## config.mk

```make
export PLATFORM = sky130hd
export DESIGN_NAME = irqc_top
export DESIGN_NICKNAME = d
export VERILOG_FILES = /design/src/common/irqc_pkg.sv /design/src/logic/irqc_bus_port.sv /design/src/logic/irqc_regfile.sv /design/src/logic/irqc_top.sv /design/src/logic/irqc_transfer_fsm.sv
export SDC_FILE = /design/constraint.sdc
export NUM_CORES = 1
export LEC_CHECK = 0
export BUFFER_PORTS_ARGS = -buffer_cell sky130_fd_sc_hd__clkbuf_2
export CORE_UTILIZATION = 25
export CTS_BUF_LIST = sky130_fd_sc_hd__clkbuf_8
export CTS_CLUSTER_DIAMETER = 100
export DETAILED_ROUTE_END_ITERATION = 12
export GPL_TIMING_DRIVEN = 1
export MAX_ROUTING_LAYER = met4
export PLACE_DENSITY_LB_ADDON = 0.1
export SETUP_SLACK_MARGIN = 0.4
export SYNTH_ARGS = -nofsm -noshare
export SYNTH_HDL_FRONTEND = slang
export SYNTH_SLANG_ARGS = --single-unit
```

## constraint.sdc

```tcl
create_clock -name clk -period 3.05 [get_ports clk]
set_input_delay 0.61 -clock clk [delete_from_list [all_inputs] [get_ports clk]]
set_output_delay 0.61 -clock clk [all_outputs]
set_load 0.05 [all_outputs]
```

## src/common/irqc_pkg.sv

```systemverilog
/*
 * irqc shared definitions: widths, CSR address map, register and
 * state encodings for the SIMT to scalar interrupt controller
 */
package irqc_pkg;

    localparam int xlen        = 32;
    localparam int num_lanes   = 4;     // thread lanes per CSR bus
    localparam int lane_w      = $clog2(num_lanes);
    localparam int addr_w      = 12;
    localparam int nt_width    = 2;
    localparam int nw_width    = 2;
    localparam int num_threads = 4;
    localparam int num_warps   = 4;
    localparam int num_buses   = 2;     // simt first, scalar last
    localparam int num_regs    = 10;    // bus visible registers

    // ******************************
    // CSR address map
    // ******************************
    localparam logic [addr_w-1:0] csr_s2v   = 12'h7C0;
    localparam logic [addr_w-1:0] csr_v2s   = 12'h7C1;
    localparam logic [addr_w-1:0] csr_tid   = 12'h7C2;
    localparam logic [addr_w-1:0] csr_ipc   = 12'h7C3;
    localparam logic [addr_w-1:0] csr_irq   = 12'h7C4;
    localparam logic [addr_w-1:0] csr_err   = 12'h7C5;
    localparam logic [addr_w-1:0] csr_jalol = 12'h7C6;
    localparam logic [addr_w-1:0] csr_rha   = 12'h7C7;
    localparam logic [addr_w-1:0] csr_rav   = 12'h7C8;
    localparam logic [addr_w-1:0] csr_ravw0 = 12'h7C9;

    typedef enum logic [3:0] {
        reg_s2v,
        reg_v2s,
        reg_tid,
        reg_ipc,
        reg_irq,
        reg_err,
        reg_jalol,
        reg_rha,
        reg_rav,
        reg_ravw0,
        reg_none        // unmapped address
    } irqc_reg_e;

    typedef enum logic [2:0] {
        irqc_idle,
        irqc_wait,
        irqc_pc_swap,
        irqc_wait_isr,
        irqc_revert_warp
    } irqc_state_e;

    // thread id register, seen as a raw word or as warp and thread index
    typedef union packed {
        logic [xlen-1:0] raw;
        struct packed {
            logic [xlen-nw_width-nt_width-1:0] unused;
            logic [nw_width-1:0]               wid;
            logic [nt_width-1:0]               tid;
        } fields;
    } irqc_tid_u;

endpackage

```

## src/logic/irqc_bus_port.sv

```systemverilog
/*
 * irqc CSR bus port: address decode, write lane pick and
 * lane replicated read data for one CSR bus
 */
module irqc_bus_port
(
    input  logic                                            read_enable,
    input  logic [irqc_pkg::addr_w-1:0]                     read_addr,
    input  logic                                            write_enable,
    input  logic [irqc_pkg::addr_w-1:0]                     write_addr,
    input  logic [irqc_pkg::num_lanes-1:0]                  write_tmask,
    input  logic [irqc_pkg::num_lanes-1:0][irqc_pkg::xlen-1:0] write_data,
    input  logic [irqc_pkg::xlen-1:0]                       rd_word,
    output logic [irqc_pkg::num_lanes-1:0][irqc_pkg::xlen-1:0] read_data,
    output irqc_pkg::irqc_reg_e                             rd_sel,
    output logic                                            wr_en,
    output irqc_pkg::irqc_reg_e                             wr_sel,
    output logic [irqc_pkg::xlen-1:0]                       wr_word
);

    logic [irqc_pkg::lane_w-1:0] lane;

    function automatic irqc_pkg::irqc_reg_e decode(input logic [irqc_pkg::addr_w-1:0] addr);
        case (addr)
            irqc_pkg::csr_s2v:   decode = irqc_pkg::reg_s2v;
            irqc_pkg::csr_v2s:   decode = irqc_pkg::reg_v2s;
            irqc_pkg::csr_tid:   decode = irqc_pkg::reg_tid;
            irqc_pkg::csr_ipc:   decode = irqc_pkg::reg_ipc;
            irqc_pkg::csr_irq:   decode = irqc_pkg::reg_irq;
            irqc_pkg::csr_err:   decode = irqc_pkg::reg_err;
            irqc_pkg::csr_jalol: decode = irqc_pkg::reg_jalol;
            irqc_pkg::csr_rha:   decode = irqc_pkg::reg_rha;
            irqc_pkg::csr_rav:   decode = irqc_pkg::reg_rav;
            irqc_pkg::csr_ravw0: decode = irqc_pkg::reg_ravw0;
            default:             decode = irqc_pkg::reg_none;
        endcase
    endfunction

    // lowest set lane wins, lane 0 when the mask is empty
    always_comb
    begin
        lane = '0;
        for (int i = irqc_pkg::num_lanes - 1; i >= 0; i--)
        begin
            if (write_tmask[i])
                lane = i[irqc_pkg::lane_w-1:0];
        end
    end

    assign rd_sel  = decode(read_addr);
    assign wr_sel  = decode(write_addr);
    assign wr_en   = write_enable && (wr_sel != irqc_pkg::reg_none);
    assign wr_word = write_data[lane];

    assign read_data = (read_enable && rd_sel != irqc_pkg::reg_none) ?
                       {irqc_pkg::num_lanes{rd_word}} : '0;

endmodule

```

## src/logic/irqc_regfile.sv

```systemverilog
/*
 * irqc register bank: control registers shared by both CSR buses,
 * merged with transfer FSM updates and execute stage responses
 */
module irqc_regfile
(
    input  logic                               clk,
    input  logic                               reset,
    input  logic                               wr_en   [irqc_pkg::num_buses],
    input  irqc_pkg::irqc_reg_e                wr_sel  [irqc_pkg::num_buses],
    input  logic [irqc_pkg::xlen-1:0]          wr_word [irqc_pkg::num_buses],
    input  irqc_pkg::irqc_reg_e                rd_sel  [irqc_pkg::num_buses],
    output logic [irqc_pkg::xlen-1:0]          rd_word [irqc_pkg::num_buses],
    input  logic                               capture_ctx,
    input  logic                               set_err,
    input  logic                               set_v2s,
    input  logic                               clear_err_v2s,
    input  logic [irqc_pkg::num_threads-1:0]   cur_tmask,
    input  logic [irqc_pkg::num_warps-1:0]     cur_wmask,
    input  logic [irqc_pkg::xlen-1:0]          cur_pc,
    input  logic                               commit_ret_pc_w0,
    input  logic [irqc_pkg::xlen-1:0]          ret_pc_w0,
    input  logic                               commit_ret_pc,
    input  logic [irqc_pkg::xlen-1:0]          ret_pc,
    input  logic                               all_hit,
    output logic                               s2v_set,
    output logic                               s2v_clear,
    output logic [irqc_pkg::xlen-1:0]          irq,
    output logic [irqc_pkg::xlen-1:0]          ipc,
    output logic [irqc_pkg::nw_width-1:0]      wid,
    output logic [irqc_pkg::nt_width-1:0]      tid,
    output logic [irqc_pkg::num_threads-1:0]   load_tmask,
    output logic [irqc_pkg::num_warps-1:0]     load_wmask,
    output logic                               overload_jal,
    output logic [irqc_pkg::xlen-1:0]          ret_handler_addr
);

    logic [irqc_pkg::xlen-1:0]        regs     [irqc_pkg::num_regs];
    logic [irqc_pkg::xlen-1:0]        nxt_regs [irqc_pkg::num_regs];
    logic [irqc_pkg::num_threads-1:0] tmask, nxt_tmask;
    logic [irqc_pkg::num_warps-1:0]   wmask, nxt_wmask;
    irqc_pkg::irqc_tid_u              tid_reg;

    always_ff @(posedge clk)
    begin
        if (reset)
        begin
            for (int i = 0; i < irqc_pkg::num_regs; i++)
                regs[i] <= '0;
            tmask <= '0;
            wmask <= '0;
        end
        else
        begin
            regs  <= nxt_regs;
            tmask <= nxt_tmask;
            wmask <= nxt_wmask;
        end
    end

    // ******************************
    // update merge, later wins
    // ******************************
    always_comb
    begin
        nxt_regs  = regs;
        nxt_tmask = tmask;
        nxt_wmask = wmask;

        for (int b = 0; b < irqc_pkg::num_buses; b++)
        begin
            if (wr_en[b])
                nxt_regs[wr_sel[b]] = wr_word[b];   // scalar bus overrides simt
        end

        if (clear_err_v2s)
        begin
            nxt_regs[irqc_pkg::reg_v2s] = '0;
            nxt_regs[irqc_pkg::reg_err] = '0;
        end
        if (set_v2s)
            nxt_regs[irqc_pkg::reg_v2s] = irqc_pkg::xlen'(1);
        if (set_err)
            nxt_regs[irqc_pkg::reg_err] = irqc_pkg::xlen'(1);
        if (capture_ctx)
        begin
            nxt_regs[irqc_pkg::reg_ipc] = cur_pc;
            nxt_tmask = cur_tmask;
            nxt_wmask = cur_wmask;
        end

        // execute stage responses
        if (commit_ret_pc_w0)
            nxt_regs[irqc_pkg::reg_ravw0] = ret_pc_w0;
        if (commit_ret_pc)
            nxt_regs[irqc_pkg::reg_rav] = ret_pc;
        if (all_hit)
            nxt_regs[irqc_pkg::reg_jalol] = '0;  // every warp is past its jal
    end

    always_comb
    begin
        for (int b = 0; b < irqc_pkg::num_buses; b++)
            rd_word[b] = (rd_sel[b] == irqc_pkg::reg_none) ? '0 : regs[rd_sel[b]];
    end

    assign s2v_set   = regs[irqc_pkg::reg_s2v] == irqc_pkg::xlen'(1);
    assign s2v_clear = regs[irqc_pkg::reg_s2v] == '0;
    assign irq       = regs[irqc_pkg::reg_irq];
    assign ipc       = regs[irqc_pkg::reg_ipc];

    assign tid_reg.raw = regs[irqc_pkg::reg_tid];
    assign wid         = tid_reg.fields.wid;
    assign tid         = tid_reg.fields.tid;

    assign load_tmask       = tmask;
    assign load_wmask       = wmask;
    assign overload_jal     = regs[irqc_pkg::reg_jalol][0];
    assign ret_handler_addr = regs[irqc_pkg::reg_rha];  // link value for overloaded jal

endmodule

```

## src/logic/irqc_top.sv

```systemverilog
/*
 * irqc top: SIMT to scalar interrupt controller with two CSR buses,
 * shared register bank and thread transfer FSM
 */
module irqc_top
(
    input  logic                                            clk,
    input  logic                                            reset,
    // simt CSR bus
    input  logic                                            simt_read_enable,
    input  logic [irqc_pkg::addr_w-1:0]                     simt_read_addr,
    input  logic                                            simt_write_enable,
    input  logic [irqc_pkg::addr_w-1:0]                     simt_write_addr,
    input  logic [irqc_pkg::num_lanes-1:0]                  simt_write_tmask,
    input  logic [irqc_pkg::num_lanes-1:0][irqc_pkg::xlen-1:0] simt_write_data,
    output logic [irqc_pkg::num_lanes-1:0][irqc_pkg::xlen-1:0] simt_read_data,
    // scalar CSR bus
    input  logic                                            scalar_read_enable,
    input  logic [irqc_pkg::addr_w-1:0]                     scalar_read_addr,
    input  logic                                            scalar_write_enable,
    input  logic [irqc_pkg::addr_w-1:0]                     scalar_write_addr,
    input  logic [irqc_pkg::num_lanes-1:0]                  scalar_write_tmask,
    input  logic [irqc_pkg::num_lanes-1:0][irqc_pkg::xlen-1:0] scalar_write_data,
    output logic [irqc_pkg::num_lanes-1:0][irqc_pkg::xlen-1:0] scalar_read_data,
    // thread transfer unit
    input  logic                                            pipeline_drained,
    input  logic                                            thread_found,
    input  logic [irqc_pkg::num_threads-1:0]                cur_tmask,
    input  logic [irqc_pkg::num_warps-1:0]                  cur_wmask,
    input  logic [irqc_pkg::xlen-1:0]                       cur_pc,
    input  logic                                            isr_done,
    output irqc_pkg::irqc_state_e                           state,
    output logic [irqc_pkg::nw_width-1:0]                   wid,
    output logic [irqc_pkg::nt_width-1:0]                   tid,
    output logic [irqc_pkg::num_threads-1:0]                load_tmask,
    output logic [irqc_pkg::xlen-1:0]                       load_pc,
    output logic [irqc_pkg::num_warps-1:0]                  load_wmask,
    // execute stage
    input  logic                                            commit_ret_pc_w0,
    input  logic [irqc_pkg::xlen-1:0]                       ret_pc_w0,
    input  logic                                            commit_ret_pc,
    input  logic [irqc_pkg::xlen-1:0]                       ret_pc,
    input  logic                                            all_hit,
    output logic                                            overload_jal,
    output logic [irqc_pkg::xlen-1:0]                       ret_handler_addr
);

    logic                                   bus_read_enable  [irqc_pkg::num_buses];
    logic [irqc_pkg::addr_w-1:0]            bus_read_addr    [irqc_pkg::num_buses];
    logic                                   bus_write_enable [irqc_pkg::num_buses];
    logic [irqc_pkg::addr_w-1:0]            bus_write_addr   [irqc_pkg::num_buses];
    logic [irqc_pkg::num_lanes-1:0]         bus_write_tmask  [irqc_pkg::num_buses];
    logic [irqc_pkg::num_lanes-1:0][irqc_pkg::xlen-1:0] bus_write_data [irqc_pkg::num_buses];
    logic [irqc_pkg::num_lanes-1:0][irqc_pkg::xlen-1:0] bus_read_data  [irqc_pkg::num_buses];

    logic                                   wr_en   [irqc_pkg::num_buses];
    irqc_pkg::irqc_reg_e                    wr_sel  [irqc_pkg::num_buses];
    logic [irqc_pkg::xlen-1:0]              wr_word [irqc_pkg::num_buses];
    irqc_pkg::irqc_reg_e                    rd_sel  [irqc_pkg::num_buses];
    logic [irqc_pkg::xlen-1:0]              rd_word [irqc_pkg::num_buses];

    logic                                   capture_ctx, set_err, set_v2s, clear_err_v2s;
    logic                                   s2v_set, s2v_clear;
    logic [irqc_pkg::xlen-1:0]              irq, ipc;

    // bus 0 is simt, bus 1 is scalar and wins on a write clash
    assign bus_read_enable  = '{simt_read_enable, scalar_read_enable};
    assign bus_read_addr    = '{simt_read_addr, scalar_read_addr};
    assign bus_write_enable = '{simt_write_enable, scalar_write_enable};
    assign bus_write_addr   = '{simt_write_addr, scalar_write_addr};
    assign bus_write_tmask  = '{simt_write_tmask, scalar_write_tmask};
    assign bus_write_data   = '{simt_write_data, scalar_write_data};
    assign simt_read_data   = bus_read_data[0];
    assign scalar_read_data = bus_read_data[1];

    for (genvar g = 0; g < irqc_pkg::num_buses; g++)
    begin : g_bus
        irqc_bus_port i_port
        (
            .read_enable  (bus_read_enable[g]),
            .read_addr    (bus_read_addr[g]),
            .write_enable (bus_write_enable[g]),
            .write_addr   (bus_write_addr[g]),
            .write_tmask  (bus_write_tmask[g]),
            .write_data   (bus_write_data[g]),
            .rd_word      (rd_word[g]),
            .read_data    (bus_read_data[g]),
            .rd_sel       (rd_sel[g]),
            .wr_en        (wr_en[g]),
            .wr_sel       (wr_sel[g]),
            .wr_word      (wr_word[g])
        );
    end

    irqc_regfile i_regfile
    (
        .clk, .reset,
        .wr_en, .wr_sel, .wr_word, .rd_sel, .rd_word,
        .capture_ctx, .set_err, .set_v2s, .clear_err_v2s,
        .cur_tmask, .cur_wmask, .cur_pc,
        .commit_ret_pc_w0, .ret_pc_w0, .commit_ret_pc, .ret_pc, .all_hit,
        .s2v_set, .s2v_clear, .irq, .ipc, .wid, .tid,
        .load_tmask, .load_wmask, .overload_jal, .ret_handler_addr
    );

    irqc_transfer_fsm i_fsm
    (
        .clk, .reset,
        .s2v_set, .s2v_clear, .pipeline_drained, .thread_found, .isr_done,
        .irq, .ipc, .state,
        .capture_ctx, .set_err, .set_v2s, .clear_err_v2s, .load_pc
    );

endmodule

```

## src/logic/irqc_transfer_fsm.sv

```systemverilog
/*
 * irqc thread transfer FSM: sequences a SIMT to scalar thread move
 * and picks the PC handed to the transfer unit
 */
module irqc_transfer_fsm
(
    input  logic                        clk,
    input  logic                        reset,
    input  logic                        s2v_set,
    input  logic                        s2v_clear,
    input  logic                        pipeline_drained,
    input  logic                        thread_found,
    input  logic                        isr_done,
    input  logic [irqc_pkg::xlen-1:0]   irq,
    input  logic [irqc_pkg::xlen-1:0]   ipc,
    output irqc_pkg::irqc_state_e       state,
    output logic                        capture_ctx,
    output logic                        set_err,
    output logic                        set_v2s,
    output logic                        clear_err_v2s,
    output logic [irqc_pkg::xlen-1:0]   load_pc
);

    irqc_pkg::irqc_state_e next_state;

    always_ff @(posedge clk)
    begin
        if (reset)
            state <= irqc_pkg::irqc_idle;
        else
            state <= next_state;
    end

    always_comb
    begin
        next_state    = state;
        capture_ctx   = 1'b0;
        set_err       = 1'b0;
        set_v2s       = 1'b0;
        clear_err_v2s = 1'b0;

        case (state)
            irqc_pkg::irqc_idle:
            begin
                clear_err_v2s = s2v_clear;  // scalar side acked
                if (s2v_set)
                    next_state = irqc_pkg::irqc_wait;
            end
            irqc_pkg::irqc_wait:
            begin
                if (pipeline_drained && thread_found)
                begin
                    capture_ctx = 1'b1;
                    next_state  = irqc_pkg::irqc_pc_swap;
                end
                else if (pipeline_drained)
                begin
                    // no thread to move, flag it back to scalar
                    set_err    = 1'b1;
                    set_v2s    = 1'b1;
                    next_state = irqc_pkg::irqc_idle;
                end
            end
            irqc_pkg::irqc_pc_swap:
                next_state = irqc_pkg::irqc_wait_isr;
            irqc_pkg::irqc_wait_isr:
            begin
                if (isr_done)
                    next_state = irqc_pkg::irqc_revert_warp;
            end
            irqc_pkg::irqc_revert_warp:
            begin
                if (s2v_clear)
                begin
                    clear_err_v2s = 1'b1;   // scalar finished loading the thread
                    next_state    = irqc_pkg::irqc_idle;
                end
                else
                    set_v2s = 1'b1;
            end
            default:
                next_state = irqc_pkg::irqc_idle;
        endcase
    end

    assign load_pc = (state == irqc_pkg::irqc_pc_swap) ? irq : ipc;

endmodule

```

# Word-level counts from Yosys, hierarchy flattened
# Index checks and enable logic that the tools add are counted.
# word_totals
reg_bits	331
in_bits	428
out_inout_bits	336
wordCells	152
# classes
order_cmp	8
n_eq_ne	55
n_mux	57
bitwise_logic	4
reduce_logical	13
# op_table
op	n
bitwise mux 320 bit	2
two-way mux 320 bit	2
equality test 12 x 11 -> 1 bit, second input constant	40
two-way mux 32 bit	14
binary-select mux 32 bit (select 4 bit)	2
demux 32 bit (select 4 bit)	2
two-way mux 128 bit	2
case mux 4 bit (10 select lines)	4
binary-select mux 32 bit (select 2 bit)	2
equality test 32 x 1 -> 1 bit, second input constant	1
zero test 32 bit	1
>= comparator 5 bit, second input constant	4
inverter 4 -> 5 bit	4
two-way mux 2 bit	8
!= test 4 bit, second input constant	4
two-way mux 3 bit	5
case mux 3 bit (5 select lines)	1
two-way mux 1 bit	11
< comparator 5 x 1 -> 1 bit, second input constant	2
equality test 4 bit, second input constant	2
logical AND 1 bit	7
equality test 3 x 2 -> 1 bit, second input constant	2
< comparator 2 x 3 -> 1 bit, second input constant	2
OR reduction 3 bit	2
9 further kinds	11

# Logic depth before layout (Yosys ltp)
# Gate-level depths: netlist of run 1.
# logic_depth
ltp_word	13
ltp_mapped	10
depth_no_buf	5

# Cells and area by module
# Synthesis of run 1 repeated with hierarchy kept, for this count alone.
# hier_totals
cells_unflattened	3331
hier_area_um2	26512.9
# modules_own_cells
module	instances	cells_per_inst	area_per_inst_um2	seq_area_each_um2
irqc_regfile	1	2520	20797.4	6566.3
irqc_bus_port	2	376	2546.2	0.0
irqc_transfer_fsm	1	59	623.1	60.1

# Least setup slack after synthesis of run 1
# Ideal clock, no wire load.
# synth_timing
path_type	in2out
startpoint	input port scalar_read_addr[5] in the netlist's numbering
endpoint	output port scalar_read_data[101] in the netlist's numbering
t_arrival_ns	3.186
required_time_ns	2.440
slack_ns	-0.746
cell_stages	9
n_path_buf	5
cell_sequence	nor4bb_1 -> buf_2 -> and4_1 -> buf_2 -> buf_2 -> clkbuf_1 -> o21ai_0 -> o221ai_1 -> buf_4
# synth_lines
item	line_no	rtl
start: declaration	irqc_top.sv:19	input logic [irqc_pkg::addr_w-1:0] scalar_read_addr,
end: declaration	irqc_top.sv:24	output logic [irqc_pkg::num_lanes-1:0][irqc_pkg::xlen-1:0] scalar_read_data,

==> results by group, run 1 <==
Timing
  – Setup TNS: -70.17 ns
  – RSZ-0062 raised after global routing: true
  – Final worst setup slack: -0.395 ns
  – Max-slew violations: 0
  – F_max: about 290 MHz
  – Final Setup Violations: 255
  – Fin crit period: around 3.4 ns
  – Final Hold Viols: 0
  – Fin crit share: 113%
  – Worst-Margin Slew: 1.08 ns
  – Max-slew headroom: 27.3%
  – Layout Skew: 0.0539 ns

Clock network
  – H-Tree Depth: 3
  – Clock sinks: 331
  – Longest Clk Path Bufs: 3
  – CTS Root Cell: clkbuf_8
  – Clk_lat worst skew: 0.71 ns
  – CTS tree: yes
  – Hold_buf cts: 0
  – CTS clk-pin slew, worst paths: roughly 0.060 ns
  – CTS buffer count: around 70

Placed design
  – GPL Wtd Cong: a little under 0.9
  – Port bufs: around 760
  – Cell Area, Placed: 36000 µm²
  – Final HPWL DP: 112000 µm
  – Pre-CTS WS: -0.456 ns

Synthesis
  – Dominant cell type by area after synthesis: dfxtp_1
  – Sequential element share of the synthesized area: approximately 25%
  – Mapped Nets: 3788
  – Dominant synthesized flop cell: dfxtp_1
  – EDFF count, synth: 0
  – Top post-synthesis cells by area: dfxtp_1 25%, a211oi_1 9.0%, nand2_1 8.5%
  – Cells after synthesis: 3360
  – Distinct cell type count after synthesis: 74
  – Syn avg cell area: around 7.8 µm²
  – Seq cells post-synth: 331
  – Share of the synthesized area in the top cell type: 25.3%
  – Yosys warning count: 0
  – Async SR Flop Fraction: 0%
  – Post-Syn Area: 26200 µm²

Final layout
  – Reg with most FFs: i_regfile.regs
  – Syn-to-layout area delta: 60.3%
  – Final layout net count: 4543
  – Most frequent cells in the layout: 553 x nand2_1, 468 x clkbuf_2, 329 x dfxtp_1
  – Post-route cell area: 42000 µm²
  – Max reg flops: 191
  – Fill cells: around 11k
  – Commonest non-fill, non-tap cell in the layout: nand2_1
  – Share of cells above drive strength 1: 41.2%

Global route
  – Vias in the first global route: 30.4k
  – Global Route Usage Sum: between 30 and 40%
  – Remaining Overflow, GRT: 0
  – Largest net degree at the start of global routing: 75
  – Initial antenna violation count: 5
  – First-pass GRT wire length: 228000 µm

Setup path
  – Largest stage delay on the critical path: 0.28 ns
  – Critical setup path kind: primary input to output port
  – Critical Path Fanout Max: 8
  – Crit. End Element: output port
  – Slowest-stage cell, CP: nand4b_1
  – CP dominant cell by count: buf_12
  – Arrival time worst endpoint: between 2 and 3 ns
  – CP startpoint kind: primary input
  – Critical Path RT: 2.44 ns
  – Crit-path cells: clkbuf_2 > nand4b_1 > buf_4 > a2111oi_4 > buf_6 > buf_12 > buf_6 > buf_12 > a32oi_2 > o211ai_1 > o211ai_1 > clkbuf_16 > buf_12

Routing
  – Routed vias/inst: 5.63
  – Per-cell routed wire length: about 31 µm
  – Violation count after the first detailed-routing iteration: 2836
  – Residual DRC count: 0
  – Antenna viol nets, final: 0
  – Total Wirelength: 170000 µm
  – Drt pass-1 iters: 6
  – Via count: 31.3k

Die
  – Die Wd: 326 µm
  – DIE HEIGHT: 326 µm
  – Initial cell density of the core: 25.3%
  – Num rows: ~120
  – Die Area: roughly 110000 µm²
  – Total core area: 104000 µm²
  – Io pins: 764

Power and ir drop
  – Static leakage: 16.5 nW
  – Net Sw Frac: 35.6%
  – Reg power frac: about a third
  – VDD IR max: roughly 280 µV
  – NetSw: 4.79 mW
  – Internal power: ~8.6 mW
  – Clock Power Share: roughly two fifths
  – Combinational power share: 26.4%
  – PD cells: 320 nW/µm²

Hold path
  – Worst hold path type: primary input to flop

Outcome
  – Status: complete, but fails checks
  – Failing checks: negative setup slack

Job
  – Max-cap violations: 0
-- power by group through the flow --
stage	logic [mW]	registers (mW)	clock network (mW)
2_1_floorplan	1.33	4.65	0
3_3_place_gp	2.84	4.64	0
3_5_place_dp	2.85	4.64	0
4_1_cts	2.88	4.56	5.39
5_1_grt	3.64	4.57	5.61
6_report	3.54	4.56	5.33
-- final timing paths --
path              slack [ns]                                    to  depth (start not counted)                                 start
hold reg to reg         0.45  i_regfile.load_wmask[2]$_SDFFE_PP0P_                          2  i_regfile.load_wmask[2]$_SDFFE_PP0P_
setup / recovery       -0.39                   simt_read_data[121]                         13                    simt_read_addr[11]
setup reg to reg        0.48        i_regfile.regs[272]$_SDFF_PP0_                          8        i_regfile.regs[307]$_SDFF_PP0_
hold / removal          0.15  i_regfile.load_wmask[1]$_SDFFE_PP0P_                          3                          cur_wmask[1]
-- synth_stat cells, types with 7 or more instances --
| cell | instances |
|---|---|
| a211o_1 | 11 |
| a211oi_1 | 315 |
| a21o_1 | 64 |
| a21oi_1 | 76 |
| a21oi_2 | 30 |
| a221oi_1 | 94 |
| a311o_1 | 16 |
| a311oi_1 | 14 |
| a31o_2 | 16 |
| a31oi_1 | 36 |
| a32oi_1 | 31 |
| and2_1 | 69 |
| and3_1 | 14 |
| buf_1 | 14 |
| buf_2 | 70 |
| buf_4 | 234 |
| buf_6 | 9 |
| clkbuf_1 | 241 |
| dfxtp_1 | 331 |
| inv_1 | 99 |
| mux2_2 | 101 |
| mux2i_1 | 136 |
| nand2_1 | 593 |
| nand2b_1 | 7 |
| nand3_1 | 70 |
| nand4_1 | 11 |
| nor2_1 | 52 |
| nor2b_1 | 54 |
| nor3_1 | 40 |
| nor3b_1 | 36 |
| nor4_1 | 9 |
| o211a_1 | 155 |
| o211ai_1 | 112 |
| o21a_1 | 33 |
| o21ai_0 | 36 |
| o21ai_1 | 8 |
| o21bai_1 | 31 |
| o31ai_1 | 33 |
-- layout make-up --
cell class                      instances  area, µm²  share of cell area (%)
Tap cell                             1380       1730                    4.11
Timing Repair Buffer                 1249      14200                    33.8
Inverter                               99        374                   0.891
Antenna cell                            4       10.0                  0.0238
Sequential cell                       331       6630                    15.8
Multi-Input combinational cell       2362      17500                    41.8
Clock buffer                           89       1220                    2.92
Clock inverter                         39        277                   0.658
-- critical path, delay by kind of cell --
kind	cells	cell delay (ns)
simple gates	1	0.28
buf+inv	8	1.25
compound gates	4	0.65
-- repair_timing --
item,CTS,global route
setup endpoints to repair,288,298
resized for setup,308,430
cloned,20,20
pin swaps,46,93
setup buffers,40,60
-- kinds of logic after synthesis --
family	count (synthesis)	share of synthesized area (%)
AO/OA/AOI/OAI	1127	33.7
XOR/XNOR	1	0.0334
buffers and inverters	667	13.5
flip-flops	331	25.3
multiplexers	237	9.54
AND/OR/NAND/NOR	997	17.9
-- through the flow --
step	instances	hold WS, ns	util, %	total power [mW]
CTS	5469	0.0975	38.4	12.8
finish	5553	0.148	40.5	13.4
detailed placement	5281	0.448	34.8	7.49
global placement	5281	0.445	34.8	7.49
floorplan	3360	0.470	-	5.98
global route	5553	0.126	40.5	13.8
-- metal layers --
metal	vias to the layer above	global-route usage, %	routed length [µm]
met5	-	-	0
met1	15400	37.2	69300
li1	13800	-	-
met3	411	5.10	13200
met2	1700	49.2	78500
met4	0	13.1	8910
Power figures use the tool's default switching activity.
==> run 2, diff against run 1 <==
Settings changed: CORE_MARGIN set to 5, HOLD_SLACK_MARGIN set to 0.15.
==> run 2 against run 1 <==
- the flow still finishes with violations (negative setup slack)
- non-clock buffer count shrank 116
- sequential power is essentially flat
- critical path type unchanged
- sequential cell count is the same
- clock-buffer cell count grew 5
- final area shrank 7.4%
- via count shrank 3.6%
- largest power group unchanged
- critical path depth shrank 3
- maximum frequency grew 1.0%
- die area grew 5.0%
- clock skew shrank 0.0018 ns
==> results by group, run 2 (synthesis results as in run 1) <==
Global route
  – Vias in the first global route: 29.4k (was 30.4k)
  – Largest net degree at the start of global routing: 72 (was 75)
  – First-pass GRT wire length: 223000 µm (was 228000 µm)
  – Initial antenna violation count: 5 (unchanged)
  – Global Route Usage Sum: 28.0% (was 30.5%)
  – Remaining Overflow, GRT: 0 (unchanged)

Clock network
  – Clk_lat worst skew: 0.68 ns (was 0.71 ns)
  – CTS tree: yes (unchanged)
  – H-Tree Depth: 3 (unchanged)
  – CTS clk-pin slew, worst paths: 0.05 ns (was 0.06 ns)
  – Clock sinks: 331 (unchanged)
  – CTS buffer count: 72 (unchanged)
  – CTS Root Cell: clkbuf_8 (unchanged)
  – Longest Clk Path Bufs: 3 (unchanged)

Final layout
  – Fill cells: 10.7k (was 10.5k)
  – Post-route cell area: 38900 µm² (was 42000 µm²)
  – Non-filler instance count after layout: 5433 (was 5553)
  – Max reg flops: 191 (unchanged)
  – Area occupied by multi-input gates: 16700 µm² (was 17500 µm²)
  – Reg with most FFs: i_regfile.regs (unchanged)
  – FF/Latch Area: 6630 µm² (about the same)
  – Syn-to-layout area delta: 48.5% (was 60.3%)
  – Final layout net count: 4427 (was 4543)
  – Commonest non-fill, non-tap cell in the layout: nand2_1 (unchanged)
  – Share of cells above drive strength 1: 37.0% (was 41.2%)
  – Most frequent cells in the layout: 582 x nand2_1, 505 x clkbuf_2, 337 x buf_12 (was 553 x nand2_1, 468 x clkbuf_2, 329 x dfxtp_1)
  – Util after Layout: 37.5% (was 40.5%)

Routing
  – Antenna viol nets, final: 0 (unchanged)
  – Total Wirelength: 163000 µm (was 170000 µm)
  – Drt pass-1 iters: 6 (unchanged)
  – Routed vias/inst: 5.55 (was 5.63)
  – Via count: 30.2k (was 31.3k)
  – Per-cell routed wire length: 30.0 µm (was 30.6 µm)
  – Violation count after the first detailed-routing iteration: 2871 (was 2836)
  – Residual DRC count: 0 (unchanged)

Power and ir drop
  – Internal power: 8.24 mW (was 8.65 mW)
  – NetSw: 4.40 mW (was 4.79 mW)
  – Combinational power share: 22.7% (was 26.4%)
  – Static leakage: 15.3 nW (was 16.5 nW)
  – Total power: 12.6 mW (was 13.4 mW)
  – PD cells: 325 nW/µm² (was 320 nW/µm²)
  – Net Sw Frac: 34.8% (was 35.6%)
  – VDD IR max: 308 µV (was 284 µV)
  – Clock Power Share: 41.2% (was 39.7%)
  – Reg power frac: 36.1% (was 34.0%)

Timing
  – Max-slew violations: 0 (unchanged)
  – Fin crit share: 112% (was 113%)
  – RSZ-0062 raised after global routing: true (unchanged)
  – Max-slew headroom: 17.4% (was 27.3%)
  – Worst-Margin Slew: 1.23 ns (was 1.08 ns)
  – Final Setup Violations: 255 (unchanged)
  – Fin crit period: 3.41 ns (was 3.44 ns)
  – Layout Skew: 0.0520 ns (was 0.0539 ns)
  – Final Hold Viols: 0 (unchanged)
  – Setup TNS: -62.89 ns (was -70.17 ns)
  – F_max: 293 MHz (was 290 MHz)
  – WHS: 0.203 ns (was 0.148 ns)
  – Final worst setup slack: -0.360 ns (was -0.395 ns)

Setup path
  – Critical setup path kind: primary input to output port (unchanged)
  – CP Launch Point: scalar_read_addr[5] (was simt_read_addr[11])
  – Crit path max-delay family: buffers and inverters (unchanged)
  – Buffers & Inverters on Critical Path: 5 (was 8)
  – R2R Setup Slk: 0.10 ns (was 0.48 ns)
  – Largest stage delay on the critical path: 0.43 ns (was 0.28 ns)
  – Critical Path RT: 2.44 ns (about the same)
  – Worst r2r path cells: 7 (was 8)
  – CP dominant cell by count: buf_4 (was buf_12)
  – Critical path depth: 10 (was 13)
  – Slowest-stage cell, CP: a311o_2 (was nand4b_1)
  – Worst Setup EP: scalar_read_data[19] (was simt_read_data[121])
  – Critical Path Fanout Max: 41 (was 8)
  – Crit. End Element: output port (unchanged)
  – CP startpoint kind: primary input (unchanged)
  – Arrival time worst endpoint: 2.80 ns (was 2.83 ns)
  – Crit-path cells: clkbuf_2 > nor4bb_4 > buf_4 > and4_4 > buf_16 > a31o_2 > a31oi_1 > a311o_2 > buf_4 > buf_12 (was clkbuf_2 > nand4b_1 > buf_4 > a2111oi_4 > buf_6 > buf_12 > buf_6 > buf_12 > a32oi_2 > o211ai_1 > o211ai_1 > clkbuf_16 > buf_12)
  – Reg-to-Reg Start: i_regfile.regs[307]$_SDFF_PP0_ (unchanged)
  – R2r endpoint: i_regfile.regs[285]$_SDFF_PP0_ (was i_regfile.regs[272]$_SDFF_PP0_)

Outcome
  – Failing checks: negative setup slack (unchanged)
  – Status: complete, but fails checks (unchanged)

Die
  – Die Wd: 334 µm (was 326 µm)
  – DIE HEIGHT: 334 µm (was 326 µm)
  – Io pins: 764 (unchanged)
  – Num rows: 118 (unchanged)
  – Total core area: 104000 µm² (about the same)
  – Initial cell density of the core: 25.2% (was 25.3%)
  – Die Area: 111000 µm² (was 106000 µm²)

Hold path
  – Worst hold path type: primary input to flop (unchanged)

Job
  – Max-cap violations: 0 (unchanged)

Placed design
  – Cell Area, Placed: 36400 µm² (was 36000 µm²)
  – Port bufs: 763 (unchanged)
  – Final HPWL DP: 115000 µm (was 112000 µm)
  – # placed instances: 5264 (was 5281)
  – Pre-CTS WS: -0.586 ns (was -0.456 ns)
  – GPL Wtd Cong: 0.880 (was 0.894)
## run 2: how the worst min path moves through the flow
stage,startpoint,endpoint,cells past startpoint
floorplan,i_regfile.irq[0]$_SDFF_PP0_,i_regfile.irq[0]$_SDFF_PP0_,2
global placement,i_regfile.load_wmask[0]$_SDFFE_PP0P_,i_regfile.load_wmask[0]$_SDFFE_PP0P_,2
detailed placement,i_regfile.load_wmask[0]$_SDFFE_PP0P_,i_regfile.load_wmask[0]$_SDFFE_PP0P_,2
CTS,cur_wmask[0],i_regfile.load_wmask[0]$_SDFFE_PP0P_,3
global route,cur_wmask[0],i_regfile.load_wmask[0]$_SDFFE_PP0P_,3
finish,cur_wmask[0],i_regfile.load_wmask[0]$_SDFFE_PP0P_,3
## run 2: power by group through the flow
stage	sequential [mW]	combinational [mW]	clock [mW]
after global placement	4.64	2.82	0
after CTS	4.55	2.83	5.29
after global routing	4.57	3.00	5.50
after floorplan	4.65	1.33	0
final	4.56	2.87	5.21
after detailed placement	4.64	2.81	0
## run 2: what timing repair did
item                                    in CTS  in global routing
resized for setup                           59                 86
pin swaps                                   16                 20
setup buffers                                2                 23
gates cloned                                 2                  7
endpoints found under the hold margin        7                  0
endpoints found under the setup margin     350                350
hold buffers                                 7                  0
## run 2: worst reg2reg max path: stages (launching register included)
cell	delay, ns
dfxtp_1	0.36
nor4_1	0.42
buf_4	0.19
nand4_1	0.34
o311ai_1	0.81
nand3_2	0.16
buf_4	0.27
a211oi_1	0.28
## run 2: area by class of cell
class                           instances  area share [%]
Antenna cell                            2          0.0129
Clock buffer                           94            3.33
Clock inverter                         32           0.466
Inverter                               99           0.955
Multi-Input combinational cell       2362            42.9
Sequential cell                       331            17.0
Tap cell                             1380            4.44
Timing Repair Buffer                 1133            30.8
## run 2: per-layer routing
metal  share of wire (%)  up-vias  global-route usage, %  routed length (µm)
met4                 3.7        0                   9.70                6090
met2                  47     1478                   45.9               77100
met1                  42    14900                   35.0               67800
li1                    -    13500                      -                   -
met5                   0        -                      -                   0
met3                 7.4      268                   4.64               12000
